### config.mk
export PLATFORM = sky130hd
export DESIGN_NAME = rv_core
export DESIGN_NICKNAME = d
export VERILOG_FILES = /design/src/logic/rv_pkg.sv /design/src/logic/rv_alu.sv /design/src/logic/rv_decoder.sv /design/src/logic/rv_regfile.sv /design/src/logic/rv_execute.sv /design/src/logic/rv_fetch.sv /design/src/logic/rv_mem_access.sv /design/src/logic/rv_core.sv
export SDC_FILE = /design/constraint.sdc
export NUM_CORES = 2
export LEC_CHECK = 0
export BUFFER_PORTS_ARGS = -buffer_cell sky130_fd_sc_hd__buf_2
export CORE_AREA = 2 2 460 462
export CTS_CLUSTER_DIAMETER = 60
export DETAILED_ROUTE_END_ITERATION = 10
export DIE_AREA = 0 0 462 464
export HOLD_SLACK_MARGIN = 0.02
export PLACE_DENSITY_LB_ADDON = 0.3
export REMOVE_ABC_BUFFERS = 1
export SLEW_MARGIN = 20
export SYNTH_ARGS = -nofsm -noshare
export SYNTH_HDL_FRONTEND = slang
export SYNTH_SLANG_ARGS = --single-unit
### constraint.sdc
create_clock -name i_clock -period 8.6 [get_ports i_clock]
set_input_delay 0.86 -clock i_clock [delete_from_list [all_inputs] [get_ports i_clock]]
set_output_delay 0.86 -clock i_clock [all_outputs]
set_load 0.005 [all_outputs]
### src/logic/rv_pkg.sv
package rv_pkg;

	typedef logic [31:0] word_t;    // Data, address or instruction
	typedef logic [4:0] reg_addr_t;

	typedef enum logic [3:0] {
		ALU_ADD,
		ALU_SUB,
		ALU_AND,
		ALU_OR,
		ALU_XOR,
		ALU_SLL,
		ALU_SRL,
		ALU_SRA,
		ALU_SLT,
		ALU_SLTU,
		ALU_PASS_B
	} alu_op_t;

	// NEVER for straight-line code, ALWAYS for JAL
	typedef enum logic [2:0] {
		BR_EQ,
		BR_NE,
		BR_LT,
		BR_GE,
		BR_LTU,
		BR_GEU,
		BR_NEVER,
		BR_ALWAYS
	} branch_op_t;

	typedef enum logic [3:0] {
		CLS_LUI,
		CLS_AUIPC,
		CLS_JAL,
		CLS_JALR,
		CLS_BRANCH,
		CLS_OP_IMM,
		CLS_OP,
		CLS_LOAD,
		CLS_STORE,
		CLS_NOP
	} inst_class_t;

	typedef enum logic [1:0] {
		ST_IDLE,
		ST_RUN,
		ST_MEM_WAIT,
		ST_COMMIT
	} exec_state_t;

	typedef struct packed {
		inst_class_t cls;
		alu_op_t alu_op;
		branch_op_t branch;
		reg_addr_t rd;
		reg_addr_t rs1;
		reg_addr_t rs2;
		word_t imm;
		logic use_imm;    // Operand b from immediate
		logic use_pc;     // Operand a from pc
		logic we;
	} decoded_t;

	typedef struct packed {
		logic rw;         // High for write
		word_t address;
		word_t wdata;
	} mem_req_t;

	typedef struct packed {
		logic done;       // Completion strobe, one cycle
		word_t rdata;
	} mem_rsp_t;

	localparam word_t RESET_PC = 32'h0000_0000;
	localparam word_t STACK_TOP = 32'h0001_2000;   // Initial sp

	localparam logic [6:0] OPC_LUI = 7'b0110111;
	localparam logic [6:0] OPC_AUIPC = 7'b0010111;
	localparam logic [6:0] OPC_JAL = 7'b1101111;
	localparam logic [6:0] OPC_JALR = 7'b1100111;
	localparam logic [6:0] OPC_BRANCH = 7'b1100011;
	localparam logic [6:0] OPC_OP_IMM = 7'b0010011;
	localparam logic [6:0] OPC_OP = 7'b0110011;
	localparam logic [6:0] OPC_LOAD = 7'b0000011;
	localparam logic [6:0] OPC_STORE = 7'b0100011;
	localparam logic [6:0] OPC_MISC_MEM = 7'b0001111;  // FENCE

endpackage

### src/logic/rv_alu.sv
module rv_alu (
	input rv_pkg::alu_op_t i_op,
	input rv_pkg::word_t i_a,
	input rv_pkg::word_t i_b,
	input rv_pkg::branch_op_t i_branch,
	output rv_pkg::word_t o_result,
	output logic o_taken
);
	logic [4:0] shamt;
	logic lt_signed;
	logic lt_unsigned;

	assign shamt = i_b[4:0];
	assign lt_signed = $signed(i_a) < $signed(i_b);
	assign lt_unsigned = i_a < i_b;

	always_comb begin
		case (i_op)
			rv_pkg::ALU_ADD: o_result = i_a + i_b;
			rv_pkg::ALU_SUB: o_result = i_a - i_b;
			rv_pkg::ALU_AND: o_result = i_a & i_b;
			rv_pkg::ALU_OR: o_result = i_a | i_b;
			rv_pkg::ALU_XOR: o_result = i_a ^ i_b;
			rv_pkg::ALU_SLL: o_result = i_a << shamt;
			rv_pkg::ALU_SRL: o_result = i_a >> shamt;
			rv_pkg::ALU_SRA: o_result = $signed(i_a) >>> shamt;
			rv_pkg::ALU_SLT: o_result = {31'b0, lt_signed};
			rv_pkg::ALU_SLTU: o_result = {31'b0, lt_unsigned};
			default: o_result = i_b;   // LUI passes the immediate
		endcase
	end

	// Branch condition, independent of the ALU operation
	always_comb begin
		case (i_branch)
			rv_pkg::BR_EQ: o_taken = i_a == i_b;
			rv_pkg::BR_NE: o_taken = i_a != i_b;
			rv_pkg::BR_LT: o_taken = lt_signed;
			rv_pkg::BR_GE: o_taken = !lt_signed;
			rv_pkg::BR_LTU: o_taken = lt_unsigned;
			rv_pkg::BR_GEU: o_taken = !lt_unsigned;
			rv_pkg::BR_ALWAYS: o_taken = 1'b1;
			default: o_taken = 1'b0;
		endcase
	end

endmodule

### src/logic/rv_decoder.sv
module rv_decoder (
	input rv_pkg::word_t i_instr,
	output rv_pkg::decoded_t o_dec
);
	logic [6:0] opcode;
	logic [2:0] funct3;
	logic alt;   // funct7 bit 5
	rv_pkg::word_t imm_b;
	rv_pkg::word_t imm_i;
	rv_pkg::word_t imm_j;
	rv_pkg::word_t imm_s;
	rv_pkg::word_t imm_u;

	assign opcode = i_instr[6:0];
	assign funct3 = i_instr[14:12];
	assign alt = i_instr[30];

	assign imm_b = {{20{i_instr[31]}}, i_instr[7], i_instr[30:25], i_instr[11:8], 1'b0};
	assign imm_i = {{21{i_instr[31]}}, i_instr[30:20]};
	assign imm_j = {{12{i_instr[31]}}, i_instr[19:12], i_instr[20], i_instr[30:21], 1'b0};
	assign imm_s = {{21{i_instr[31]}}, i_instr[30:25], i_instr[11:7]};
	assign imm_u = {i_instr[31:12], 12'b0};

	// Shared by OP and OP-IMM, sub_sra picks SUB or SRA
	function automatic rv_pkg::alu_op_t alu_from_funct(input logic [2:0] f3, input logic sub_sra);
		case (f3)
			3'b000: alu_from_funct = sub_sra ? rv_pkg::ALU_SUB : rv_pkg::ALU_ADD;
			3'b001: alu_from_funct = rv_pkg::ALU_SLL;
			3'b010: alu_from_funct = rv_pkg::ALU_SLT;
			3'b011: alu_from_funct = rv_pkg::ALU_SLTU;
			3'b100: alu_from_funct = rv_pkg::ALU_XOR;
			3'b101: alu_from_funct = sub_sra ? rv_pkg::ALU_SRA : rv_pkg::ALU_SRL;
			3'b110: alu_from_funct = rv_pkg::ALU_OR;
			default: alu_from_funct = rv_pkg::ALU_AND;
		endcase
	endfunction

	function automatic rv_pkg::branch_op_t branch_from_funct(input logic [2:0] f3);
		case (f3)
			3'b000: branch_from_funct = rv_pkg::BR_EQ;
			3'b001: branch_from_funct = rv_pkg::BR_NE;
			3'b100: branch_from_funct = rv_pkg::BR_LT;
			3'b101: branch_from_funct = rv_pkg::BR_GE;
			3'b110: branch_from_funct = rv_pkg::BR_LTU;
			3'b111: branch_from_funct = rv_pkg::BR_GEU;
			default: branch_from_funct = rv_pkg::BR_NEVER;   // Reserved encodings
		endcase
	endfunction

	always_comb begin
		o_dec.rd = i_instr[11:7];
		o_dec.rs1 = i_instr[19:15];
		o_dec.rs2 = i_instr[24:20];
		o_dec.cls = rv_pkg::CLS_NOP;
		o_dec.alu_op = rv_pkg::ALU_ADD;
		o_dec.branch = rv_pkg::BR_NEVER;
		o_dec.imm = imm_i;
		o_dec.use_imm = 1'b1;
		o_dec.use_pc = 1'b0;
		o_dec.we = 1'b0;
		case (opcode)
			rv_pkg::OPC_LUI: begin
				o_dec.cls = rv_pkg::CLS_LUI;
				o_dec.alu_op = rv_pkg::ALU_PASS_B;
				o_dec.imm = imm_u;
				o_dec.we = 1'b1;
			end
			rv_pkg::OPC_AUIPC: begin
				o_dec.cls = rv_pkg::CLS_AUIPC;
				o_dec.imm = imm_u;
				o_dec.use_pc = 1'b1;
				o_dec.we = 1'b1;
			end
			rv_pkg::OPC_JAL: begin
				o_dec.cls = rv_pkg::CLS_JAL;
				o_dec.branch = rv_pkg::BR_ALWAYS;
				o_dec.imm = imm_j;
				o_dec.we = 1'b1;
			end
			rv_pkg::OPC_JALR: begin
				o_dec.cls = rv_pkg::CLS_JALR;   // Target is rs1 + imm from the ALU
				o_dec.we = 1'b1;
			end
			rv_pkg::OPC_BRANCH: begin
				o_dec.cls = rv_pkg::CLS_BRANCH;
				o_dec.branch = branch_from_funct(funct3);
				o_dec.imm = imm_b;
				o_dec.use_imm = 1'b0;   // Compare rs1 with rs2
			end
			rv_pkg::OPC_OP_IMM: begin
				o_dec.cls = rv_pkg::CLS_OP_IMM;
				o_dec.alu_op = alu_from_funct(funct3, alt && funct3 == 3'b101);
				o_dec.we = 1'b1;
			end
			rv_pkg::OPC_OP: begin
				o_dec.cls = rv_pkg::CLS_OP;
				o_dec.alu_op = alu_from_funct(funct3, alt);
				o_dec.use_imm = 1'b0;
				o_dec.we = 1'b1;
			end
			rv_pkg::OPC_LOAD: begin
				o_dec.cls = rv_pkg::CLS_LOAD;
				o_dec.we = 1'b1;
			end
			rv_pkg::OPC_STORE: begin
				o_dec.cls = rv_pkg::CLS_STORE;
				o_dec.imm = imm_s;
			end
			rv_pkg::OPC_MISC_MEM: o_dec.cls = rv_pkg::CLS_NOP;   // Single bus, nothing to order
			default: o_dec.cls = rv_pkg::CLS_NOP;
		endcase
		if (i_instr[11:7] == 5'd0) o_dec.we = 1'b0;   // x0 stays zero
	end

endmodule

### src/logic/rv_regfile.sv
module rv_regfile (
	input logic i_clock,
	input logic i_reset,
	input rv_pkg::reg_addr_t i_rs1,
	input rv_pkg::reg_addr_t i_rs2,
	output rv_pkg::word_t o_rs1_data,
	output rv_pkg::word_t o_rs2_data,
	input logic i_we,
	input rv_pkg::reg_addr_t i_rd,
	input rv_pkg::word_t i_wd
);
	rv_pkg::word_t regs [32];

	always_ff @(posedge i_clock) begin
		if (i_reset) begin
			for (int i = 0; i < 32; i++) begin
				regs[i] <= (i == 2) ? rv_pkg::STACK_TOP : '0;   // sp gets the stack top
			end
		end else if (i_we && i_rd != 5'd0) begin
			regs[i_rd] <= i_wd;
		end
	end

	// Reads are combinational, x0 forced to zero
	assign o_rs1_data = (i_rs1 == 5'd0) ? '0 : regs[i_rs1];
	assign o_rs2_data = (i_rs2 == 5'd0) ? '0 : regs[i_rs2];

endmodule

### src/logic/rv_execute.sv
module rv_execute (
	input logic i_clock,
	input logic i_reset,
	input rv_pkg::word_t i_instr,
	input rv_pkg::word_t i_instr_pc,
	input logic i_start,
	output rv_pkg::mem_req_t o_data_req,
	output logic o_data_valid,
	input rv_pkg::mem_rsp_t i_rsp,
	output logic o_commit,
	output rv_pkg::word_t o_next_pc
);
	rv_pkg::exec_state_t state;
	rv_pkg::decoded_t dec;
	rv_pkg::word_t rs1_data;
	rv_pkg::word_t rs2_data;
	rv_pkg::word_t op_a;
	rv_pkg::word_t op_b;
	rv_pkg::word_t alu_result;
	rv_pkg::word_t link_pc;   // pc + 4
	rv_pkg::word_t wd;
	logic taken;
	logic is_load;
	logic is_mem;
	logic is_jump;
	logic we;

	rv_decoder u_decoder (.i_instr(i_instr), .o_dec(dec));

	rv_regfile u_regfile (
		.i_clock(i_clock),
		.i_reset(i_reset),
		.i_rs1(dec.rs1),
		.i_rs2(dec.rs2),
		.o_rs1_data(rs1_data),
		.o_rs2_data(rs2_data),
		.i_we(we),
		.i_rd(dec.rd),
		.i_wd(wd)
	);

	rv_alu u_alu (
		.i_op(dec.alu_op),
		.i_a(op_a),
		.i_b(op_b),
		.i_branch(dec.branch),
		.o_result(alu_result),
		.o_taken(taken)
	);

	assign is_load = dec.cls == rv_pkg::CLS_LOAD;
	assign is_mem = is_load || dec.cls == rv_pkg::CLS_STORE;
	assign is_jump = dec.cls == rv_pkg::CLS_JAL || dec.cls == rv_pkg::CLS_JALR;
	assign link_pc = i_instr_pc + 32'd4;
	assign op_a = dec.use_pc ? i_instr_pc : rs1_data;
	assign op_b = dec.use_imm ? dec.imm : rs2_data;

	// Loads write on the bus completion, everything else at the end of run
	assign we = dec.we && (is_load ? (state == rv_pkg::ST_MEM_WAIT && i_rsp.done)
		: state == rv_pkg::ST_RUN);
	assign wd = is_load ? i_rsp.rdata : (is_jump ? link_pc : alu_result);

	// Taken by the bus unit at the end of run
	assign o_data_valid = is_mem && (state == rv_pkg::ST_RUN || state == rv_pkg::ST_MEM_WAIT);
	always_comb begin
		o_data_req.rw = dec.cls == rv_pkg::CLS_STORE;
		o_data_req.address = alu_result;   // rs1 + imm
		o_data_req.wdata = rs2_data;
	end

	assign o_commit = state == rv_pkg::ST_COMMIT;

	always_ff @(posedge i_clock) begin
		if (i_reset) begin
			state <= rv_pkg::ST_IDLE;
		end else begin
			case (state)
				rv_pkg::ST_IDLE: if (i_start) state <= rv_pkg::ST_RUN;
				rv_pkg::ST_RUN: state <= is_mem ? rv_pkg::ST_MEM_WAIT : rv_pkg::ST_COMMIT;
				rv_pkg::ST_MEM_WAIT: if (i_rsp.done) state <= rv_pkg::ST_COMMIT;
				default: state <= rv_pkg::ST_IDLE;
			endcase
		end
	end

	always_ff @(posedge i_clock) begin
		if (state == rv_pkg::ST_RUN) begin
			if (dec.cls == rv_pkg::CLS_JALR) o_next_pc <= {alu_result[31:1], 1'b0};
			else if (taken) o_next_pc <= i_instr_pc + dec.imm;   // Branch or JAL
			else o_next_pc <= link_pc;
		end
	end

endmodule

### src/logic/rv_fetch.sv
module rv_fetch (
	input logic i_clock,
	input logic i_reset,
	output rv_pkg::mem_req_t o_fetch_req,
	output logic o_fetch_valid,
	input rv_pkg::mem_rsp_t i_rsp,
	output rv_pkg::word_t o_instr,
	output rv_pkg::word_t o_instr_pc,
	output logic o_start,
	input logic i_commit,
	input rv_pkg::word_t i_next_pc,
	output rv_pkg::word_t o_pc,
	output logic o_retire
);
	logic fetching;   // Instruction read pending or in flight

	// On commit the next pc goes straight to the bus, saving a cycle
	assign o_fetch_valid = fetching | i_commit;
	assign o_instr_pc = o_pc;

	always_comb begin
		o_fetch_req.rw = 1'b0;
		o_fetch_req.address = i_commit ? i_next_pc : o_pc;
		o_fetch_req.wdata = '0;
	end

	always_ff @(posedge i_clock) begin
		if (i_reset) begin
			o_pc <= rv_pkg::RESET_PC;
			fetching <= 1'b1;      // First read right after reset
			o_start <= 1'b0;
			o_retire <= 1'b0;
		end else begin
			o_start <= 1'b0;
			o_retire <= 1'b0;
			if (fetching && i_rsp.done) begin
				fetching <= 1'b0;
				o_start <= 1'b1;
			end
			if (i_commit) begin
				o_pc <= i_next_pc;
				o_retire <= 1'b1;
				fetching <= 1'b1;
			end
		end
	end

	always_ff @(posedge i_clock) begin
		if (fetching && i_rsp.done) o_instr <= i_rsp.rdata;
	end

endmodule

### src/logic/rv_mem_access.sv
module rv_mem_access (
	input logic i_clock,
	input logic i_reset,
	input rv_pkg::mem_req_t i_fetch_req,
	input logic i_fetch_valid,
	input rv_pkg::mem_req_t i_data_req,
	input logic i_data_valid,
	output rv_pkg::mem_rsp_t o_fetch_rsp,
	output rv_pkg::mem_rsp_t o_data_rsp,
	output logic o_request,
	output logic o_rw,
	output rv_pkg::word_t o_address,
	output rv_pkg::word_t o_data,
	input logic i_ready,
	input rv_pkg::word_t i_data
);
	rv_pkg::mem_req_t sel_req;
	logic accept;
	logic complete;
	logic owner_data;   // Access on the bus belongs to execute

	// Fetch and execute never request together
	assign sel_req = i_data_valid ? i_data_req : i_fetch_req;
	assign accept = !o_request && (i_fetch_valid || i_data_valid);
	assign complete = o_request && i_ready;

	always_ff @(posedge i_clock) begin
		if (i_reset) begin
			o_request <= 1'b0;
			o_rw <= 1'b0;
			owner_data <= 1'b0;
		end else if (accept) begin
			o_request <= 1'b1;
			o_rw <= sel_req.rw;
			owner_data <= i_data_valid;
		end else if (complete) begin
			o_request <= 1'b0;   // Drops the cycle after ready
			o_rw <= 1'b0;
		end
	end

	always_ff @(posedge i_clock) begin
		if (accept) begin
			o_address <= sel_req.address;
			o_data <= sel_req.wdata;
		end
	end

	// Completion goes back to whoever owns the access
	always_comb begin
		o_fetch_rsp.done = complete && !owner_data;
		o_fetch_rsp.rdata = i_data;
		o_data_rsp.done = complete && owner_data;
		o_data_rsp.rdata = i_data;
	end

endmodule

### src/logic/rv_core.sv
module rv_core (
	input logic i_clock,
	input logic i_reset,
	output logic o_request,
	output logic o_rw,
	output rv_pkg::word_t o_address,
	output rv_pkg::word_t o_data,
	input logic i_ready,
	input rv_pkg::word_t i_data,
	output rv_pkg::word_t o_pc,
	output logic o_retire
);
	rv_pkg::mem_req_t fetch_req;
	rv_pkg::mem_req_t data_req;
	rv_pkg::mem_rsp_t fetch_rsp;
	rv_pkg::mem_rsp_t data_rsp;
	logic fetch_valid;
	logic data_valid;
	rv_pkg::word_t instr;
	rv_pkg::word_t instr_pc;
	logic start;
	logic commit;
	rv_pkg::word_t next_pc;

	rv_fetch u_fetch (
		.i_clock(i_clock),
		.i_reset(i_reset),
		.o_fetch_req(fetch_req),
		.o_fetch_valid(fetch_valid),
		.i_rsp(fetch_rsp),
		.o_instr(instr),
		.o_instr_pc(instr_pc),
		.o_start(start),
		.i_commit(commit),
		.i_next_pc(next_pc),
		.o_pc(o_pc),
		.o_retire(o_retire)
	);

	rv_execute u_execute (
		.i_clock(i_clock),
		.i_reset(i_reset),
		.i_instr(instr),
		.i_instr_pc(instr_pc),
		.i_start(start),
		.o_data_req(data_req),
		.o_data_valid(data_valid),
		.i_rsp(data_rsp),
		.o_commit(commit),
		.o_next_pc(next_pc)
	);

	// Only bus master
	rv_mem_access u_mem_access (
		.i_clock(i_clock),
		.i_reset(i_reset),
		.i_fetch_req(fetch_req),
		.i_fetch_valid(fetch_valid),
		.i_data_req(data_req),
		.i_data_valid(data_valid),
		.o_fetch_rsp(fetch_rsp),
		.o_data_rsp(data_rsp),
		.o_request(o_request),
		.o_rw(o_rw),
		.o_address(o_address),
		.o_data(o_data),
		.i_ready(i_ready),
		.i_data(i_data)
	);

endmodule

==> Word level (Yosys, flattened, before mapping) <==
Memories as Yosys holds them, arrays and structs flattened. A register that Yosys moved wholly into a read port is not among the register bits.
Cells that the tools add are included.
{ "totals": {"inputBits": 35, "reg_bits": 168, "n_memories": 1, "ramBits": 1024} }
{ "op_classes": {"n_reduce_logical": 33, "mux": 46, "shifts": 3, "eq_ne": 42, "order_cmp": 2, "n_bitwise": 4, "addsub": 4} }
{ "mem_list": {"columns": ["memory", "depth", "width", "rd", "rd_ports_with_merged_regs", "write_ports", "line", "source"], "rows": [
  ["u_execute.u_regfile.regs", 32, 32, 2, 2, 32, "rv_regfile.sv:12", "rv_pkg::word_t regs [32];"]
]} }
{ "ops": {"columns": ["cell", "count"], "rows": [
  ["32-bit 2-to-1 mux", 10],
  ["32-bit one-hot mux with 10 select lines", 1],
  ["31-bit one-hot mux with 4 select lines", 1],
  ["65-bit 2-to-1 mux", 1],
  ["32-bit adder", 2],
  ["32-bit less-than comparator", 2],
  ["4-bit one-hot mux with 7 select lines", 2],
  ["4-bit one-hot mux with 9 select lines", 1],
  ["32-bit by 3-bit adder with 32-bit output, second input constant", 1],
  ["32-bit AND", 1],
  ["32-bit == test", 1],
  ["32-bit inequality test", 1],
  ["32-bit OR", 1],
  ["32-bit OR reduction", 1],
  ["32-bit by 5-bit << shifter with 32-bit output", 1],
  ["32-bit by 5-bit right shift with 32-bit output", 1],
  ["32-bit by 5-bit >>> shifter with 32-bit output", 1],
  ["32-bit subtractor", 1],
  ["32-bit bitwise XOR", 1],
  ["3-bit == test, second input constant", 7],
  ["7-bit by 6-bit == test with 1-bit output, second input constant", 3],
  ["7-bit == test, second input constant", 3],
  ["4-bit by 3-bit == test with 1-bit output, second input constant", 5],
  ["1-bit 2-to-1 mux", 20],
  ["other kinds (31)", 65]
]} }

==> Longest topological paths before layout <==
{ "logic_depth": {"ltp_word": 11, "depth_mapped": 33, "depth_no_buf": 22} }

==> By module <==
Synthesis repeated with hierarchy kept, for this count alone.
{ "unflattened": {"hier_cells": 6066, "hier_area_um2": 75448.6} }
{ "modules_own_cells": {"columns": ["module", "n_inst", "area_each_um2", "cells_per_inst", "seq_area_each_um2"], "rows": [
  ["rv_regfile", 1, 54238.3, 3502, 30749.5],
  ["rv_alu", 1, 8737.1, 1360, 0.0],
  ["rv_execute", 1, 5251.3, 656, 1001.0],
  ["rv_mem_access", 1, 3495.9, 217, 1981.9],
  ["rv_fetch", 1, 2909.0, 211, 1661.6],
  ["rv_decoder", 1, 817.0, 120, 0.0]
]} }

==> Least setup slack after synthesis <==
OpenSTA, ideal clock, no wires.
{ "synth_timing": {"path_type": "flip-flop to flip-flop", "from": "register with a tool-made name", "to": "memory u_execute.u_regfile.regs[2][27] (netlist bit), data pin", "t_arrival_ns": 6.451, "setup_time_ns": 0.266, "stages_incl_launch_ff": 31, "setup_slack_ns": 1.883, "synth_period_minus_slack_ns": 6.717, "path_cell_list": "dfxtp_1 > buf_4 > buf_6 > buf_6 > buf_4 > buf_6 > buf_2 > buf_2 > mux4_2 > mux4_2 > nand2_1 > nand2_1 > nand2_1 > nor2_1 > a21oi_1 > ha_1 > clkbuf_1 > or3_1 > a2111oi_0 > or4b_1 > o21ai_0 > nor4_1 > a211oi_2 > o221ai_1 > a211oi_1 > nor3_1 > nor3_1 > a211o_1 > a311oi_2 > buf_2 > nor2_1"} }
{ "synth_rtl": {"columns": ["item", "line"], "rows": [
  ["end, declared", "rv_regfile.sv:12"]
]} }

==> metrics.md <==
| Metric | Value |
|---|---|
| Status | complete, no violations |
| Setup repair bufs after CTS | 0 |
| CP Launch Type | flip-flop |
| Initial antenna violation count | 20 |
| Post-synth ARST share | 0% |
| VDD IR max | about 0.22 mV |
| Later-pin clock latency in the skew report | approximately 830 ps |
| Clk_skew | 49.7 ps |
| Final non-filler cell total | 9093 |
| Number of flops mapped to enable cells by yosys | 1152 |
| Max Cap Viol | 0 |
| Inst Count DP | 8817 |
| Setup tns final | 0 ps |
| Cts repair resizes | 0 |
| Initial DRT Pass Iterations | 8 |
| Post-route DRC | 0 |
| Routed length per instance | 36.1 um |
| CP Class | reg -> reg |
| Top post-synthesis cells by area | edfxtp_1 (47%), mux4_2 (18%), nor2_1 (6.8%) |
| Hold buffer count at CTS | 0 |
| Die width | about 460 um |
| Commonest non-fill, non-tap cell in the layout | nor2_1 |
| Final worst path period need | 8060 ps |
| I/O Buffers | 133 |
| Core area | around 210000 um^2 |
| Clock Tree Buf Depth | 3 |
| Routed Antenna Nets | 0 |
| #FFs+latches synth | ~1200 |
| Fin crit share | 93.8% |
| Arr. time, crit path | between 8000 and 9000 ps |
| RSZ-0062 raised after global routing | no |
| Syn Std Cell Area | 73000 um^2 |
| Fin nets | 6339 |
| CTS Buf Count | 148 |
| Ys Warns | 0 |
| Hpwl dp | between 200 and 250 mm |
| Via density | 6.48 |
| Final Hold Violating Endpoints | 0 |
| Pleak | 0.0302 uW |
| Share of cells above drive strength 1 | roughly a quarter |
| Area growth, synth to finish | 13.4% |
| Num ports | 134 |
| Worst-margin pin slew | 1190 ps |
| Synthesized area per cell | 12.0 um^2 |
| Gr ovfl total | 0 |
| First-pass GRT wire length | 451 mm |
| Fmax | between 100 and 150 MHz |
| Total GRT Usage | 30.0% |
| Leading cell types in the layout, fill and taps excluded | nor2_1 (1328), edfxtp_1 (1152), mux4_2 (591), nand2_1 (343), a21oi_1 (293) |
| CP Max Fanout | 33 |
| Relative slew slack | between 20% and 30% |
| Filler cells | 19800 |
| Total wire length | 328 mm |
| Final setup fails | 0 |
| Netlist cell types | 111 |
| TritonCTS clock tree | built |
| Core Rows | 168 |
| Vias | 58900 |
| Clock root buffer | clkbuf_16 |
| Worst hold path type | in -> reg |
| Synthesized instance count | around 6100 |
| Worst Setup End Kind | flip-flop |
| Count of pins over their slew limit | 0 |
| Seq/Total Area, Yosys | 48.8% |
| Top cell type's share of synthesized area | a little under half |
| Cell taking the most area after synthesis | edfxtp_1 |
| Ys flop type | edfxtp_1 |
| Chip Height | around 460 um |
| H-Tree Depth | 4 |
| Worst endpoint required time | 9270 ps |
| DRT iter0 DRCs | between 9000 and 10000 |
| Clk slew on worst S/H paths | 60 ps |
| Pwr/cell area | 223 nW/um^2 |
| Die ar. | roughly 210000 um^2 |
| Vias in the first global route | 56800 |
| GP Congestion | 1.05 |
| Initial core utilization | 34.9% |
| Pin count of the biggest net entering global routing | between 100 and 150 |
| CTS Sinks | 1202 |
cell usage after synthesis (11+ instances only):
cell type and n:
and3_1 23, and2_1 32, a211oi_1 54, mux2i_1 184
a211o_1 29, nand2_1 376, inv_1 123, xor2_1 28
mux4_2 591, edfxtp_1 1152, dfxtp_1 50, o21a_1 24
a22oi_1 18, o31ai_1 22, a31oi_1 36, buf_4 49
buf_1 28, buf_6 31, o21bai_1 21, o22ai_1 15
a221oi_1 16, a2111oi_0 12, o21ai_0 146, xnor2_1 46
a21o_1 46, o2111ai_1 11, mux2_2 29, nand3b_1 11
nand3_1 58, nor3_1 111, nor4_1 62, o41ai_1 22
nand4_1 37, ha_1 139, nor2b_1 26, o221ai_1 20
o211ai_1 32, o41ai_2 13, nor2_1 1330, buf_2 174
nand2b_1 51, a21oi_1 294, clkbuf_1 291
routing by layer:
metal	global-route usage, %	share of wire [%]
met5	0	0.031
met4	18.0	7.2
met3	8.46	13
met2	44.8	44
met1	38.6	36
cells by family after synthesis:
| kind of cell | synth area share [%] |
|---|---|
| muxes | 21.2 |
| AOI/OAI and AO/OA | 9.41 |
| other | 0.00514 |
| xor gates and xnor gates | 0.888 |
| adders and majority gates | 2.47 |
| DFF | 48.8 |
| and+or+nand+nor | 12.7 |
| buffers and inverters | 4.51 |
worst max-delay path: stages (launching register included):
cell and delay [ps]:
dfxtp_4 890, buf_12 330, mux4_2 540, mux4_2 520
nand2_1 130, nand2_1 70, nand2_1 230, o21ai_0 390
ha_1 420, a211oi_1 370, or4b_1 460, o21ai_0 560
nor4_1 170, buf_4 180, a211oi_2 470, o221ai_1 230
buf_4 200, a311o_1 290, a21oi_1 210, mux2i_1 100
o21ai_1 480, a31oi_2 220, buf_12 220, nor2_1 130
registers in the layout (all words and copies together), names as in the netlist, named ones only:
| register | cells |
|---|---|
| u_execute.u_regfile.regs | 1024 |
| u_execute.o_next_pc | 32 |
| u_fetch.o_instr | 32 |
| u_fetch.o_instr_pc | 32 |
| u_mem_access.o_address | 32 |
| u_mem_access.o_data | 32 |
| u_execute.state | 2 |
| u_fetch.fetching | 1 |
| u_fetch.o_retire | 1 |
| u_fetch.o_start | 1 |
| u_mem_access.o_request | 1 |
| u_mem_access.o_rw | 1 |
| u_mem_access.owner_data | 1 |
where the power goes:
group,switching [uW],internal [uW]
combinational,3460,1760
sequential,208,6710
clock,2670,3640
total,6330,12100
final cells by class:
class / count / area (um^2) / share of cell area [%]
antenna: 7 / 17.5 / 0.0212
multi-input combinational: 4221 / 34800 / 42.0
tap: 2805 / 3510 / 4.24
timing repair buffer: 455 / 3530 / 4.26
sequential: 1202 / 35600 / 43.0
clock buffer: 185 / 3930 / 4.74
inverter: 134 / 507 / 0.612
clock inverter: 84 / 868 / 1.05
path summary, 6_finish.rpt:
check                   start                               end  slack [ps]  depth (start not counted)
min reg2reg  u_fetch.fetching                  u_fetch.fetching         500                          2
min                 i_data[7]                u_fetch.o_instr[7]         330                          1
max reg2reg         flip-flop  u_execute.u_regfile.regs[13][31]         540                         23
max                 flip-flop  u_execute.u_regfile.regs[13][31]         540                         23
stage by stage:
| step | power (uW) | setup WS, ps | hold slack (ps) | area (um^2) | util, % |
|---|---|---|---|---|---|
| after global placement | 12000 | 683 | 471 | 77900 | 37.3 |
| after CTS | 18300 | 588 | 286 | 82700 | 39.6 |
| after floorplan | 9980 | -10600 | 453 | 70300 | - |
| after detailed placement | 12100 | 619 | 484 | 77900 | 37.3 |
| final | 18400 | 536 | 330 | 82800 | 39.6 |
| after global routing | 18900 | 302 | 307 | 82800 | 39.6 |
Note: power is estimated with default switching activity, not from simulation.
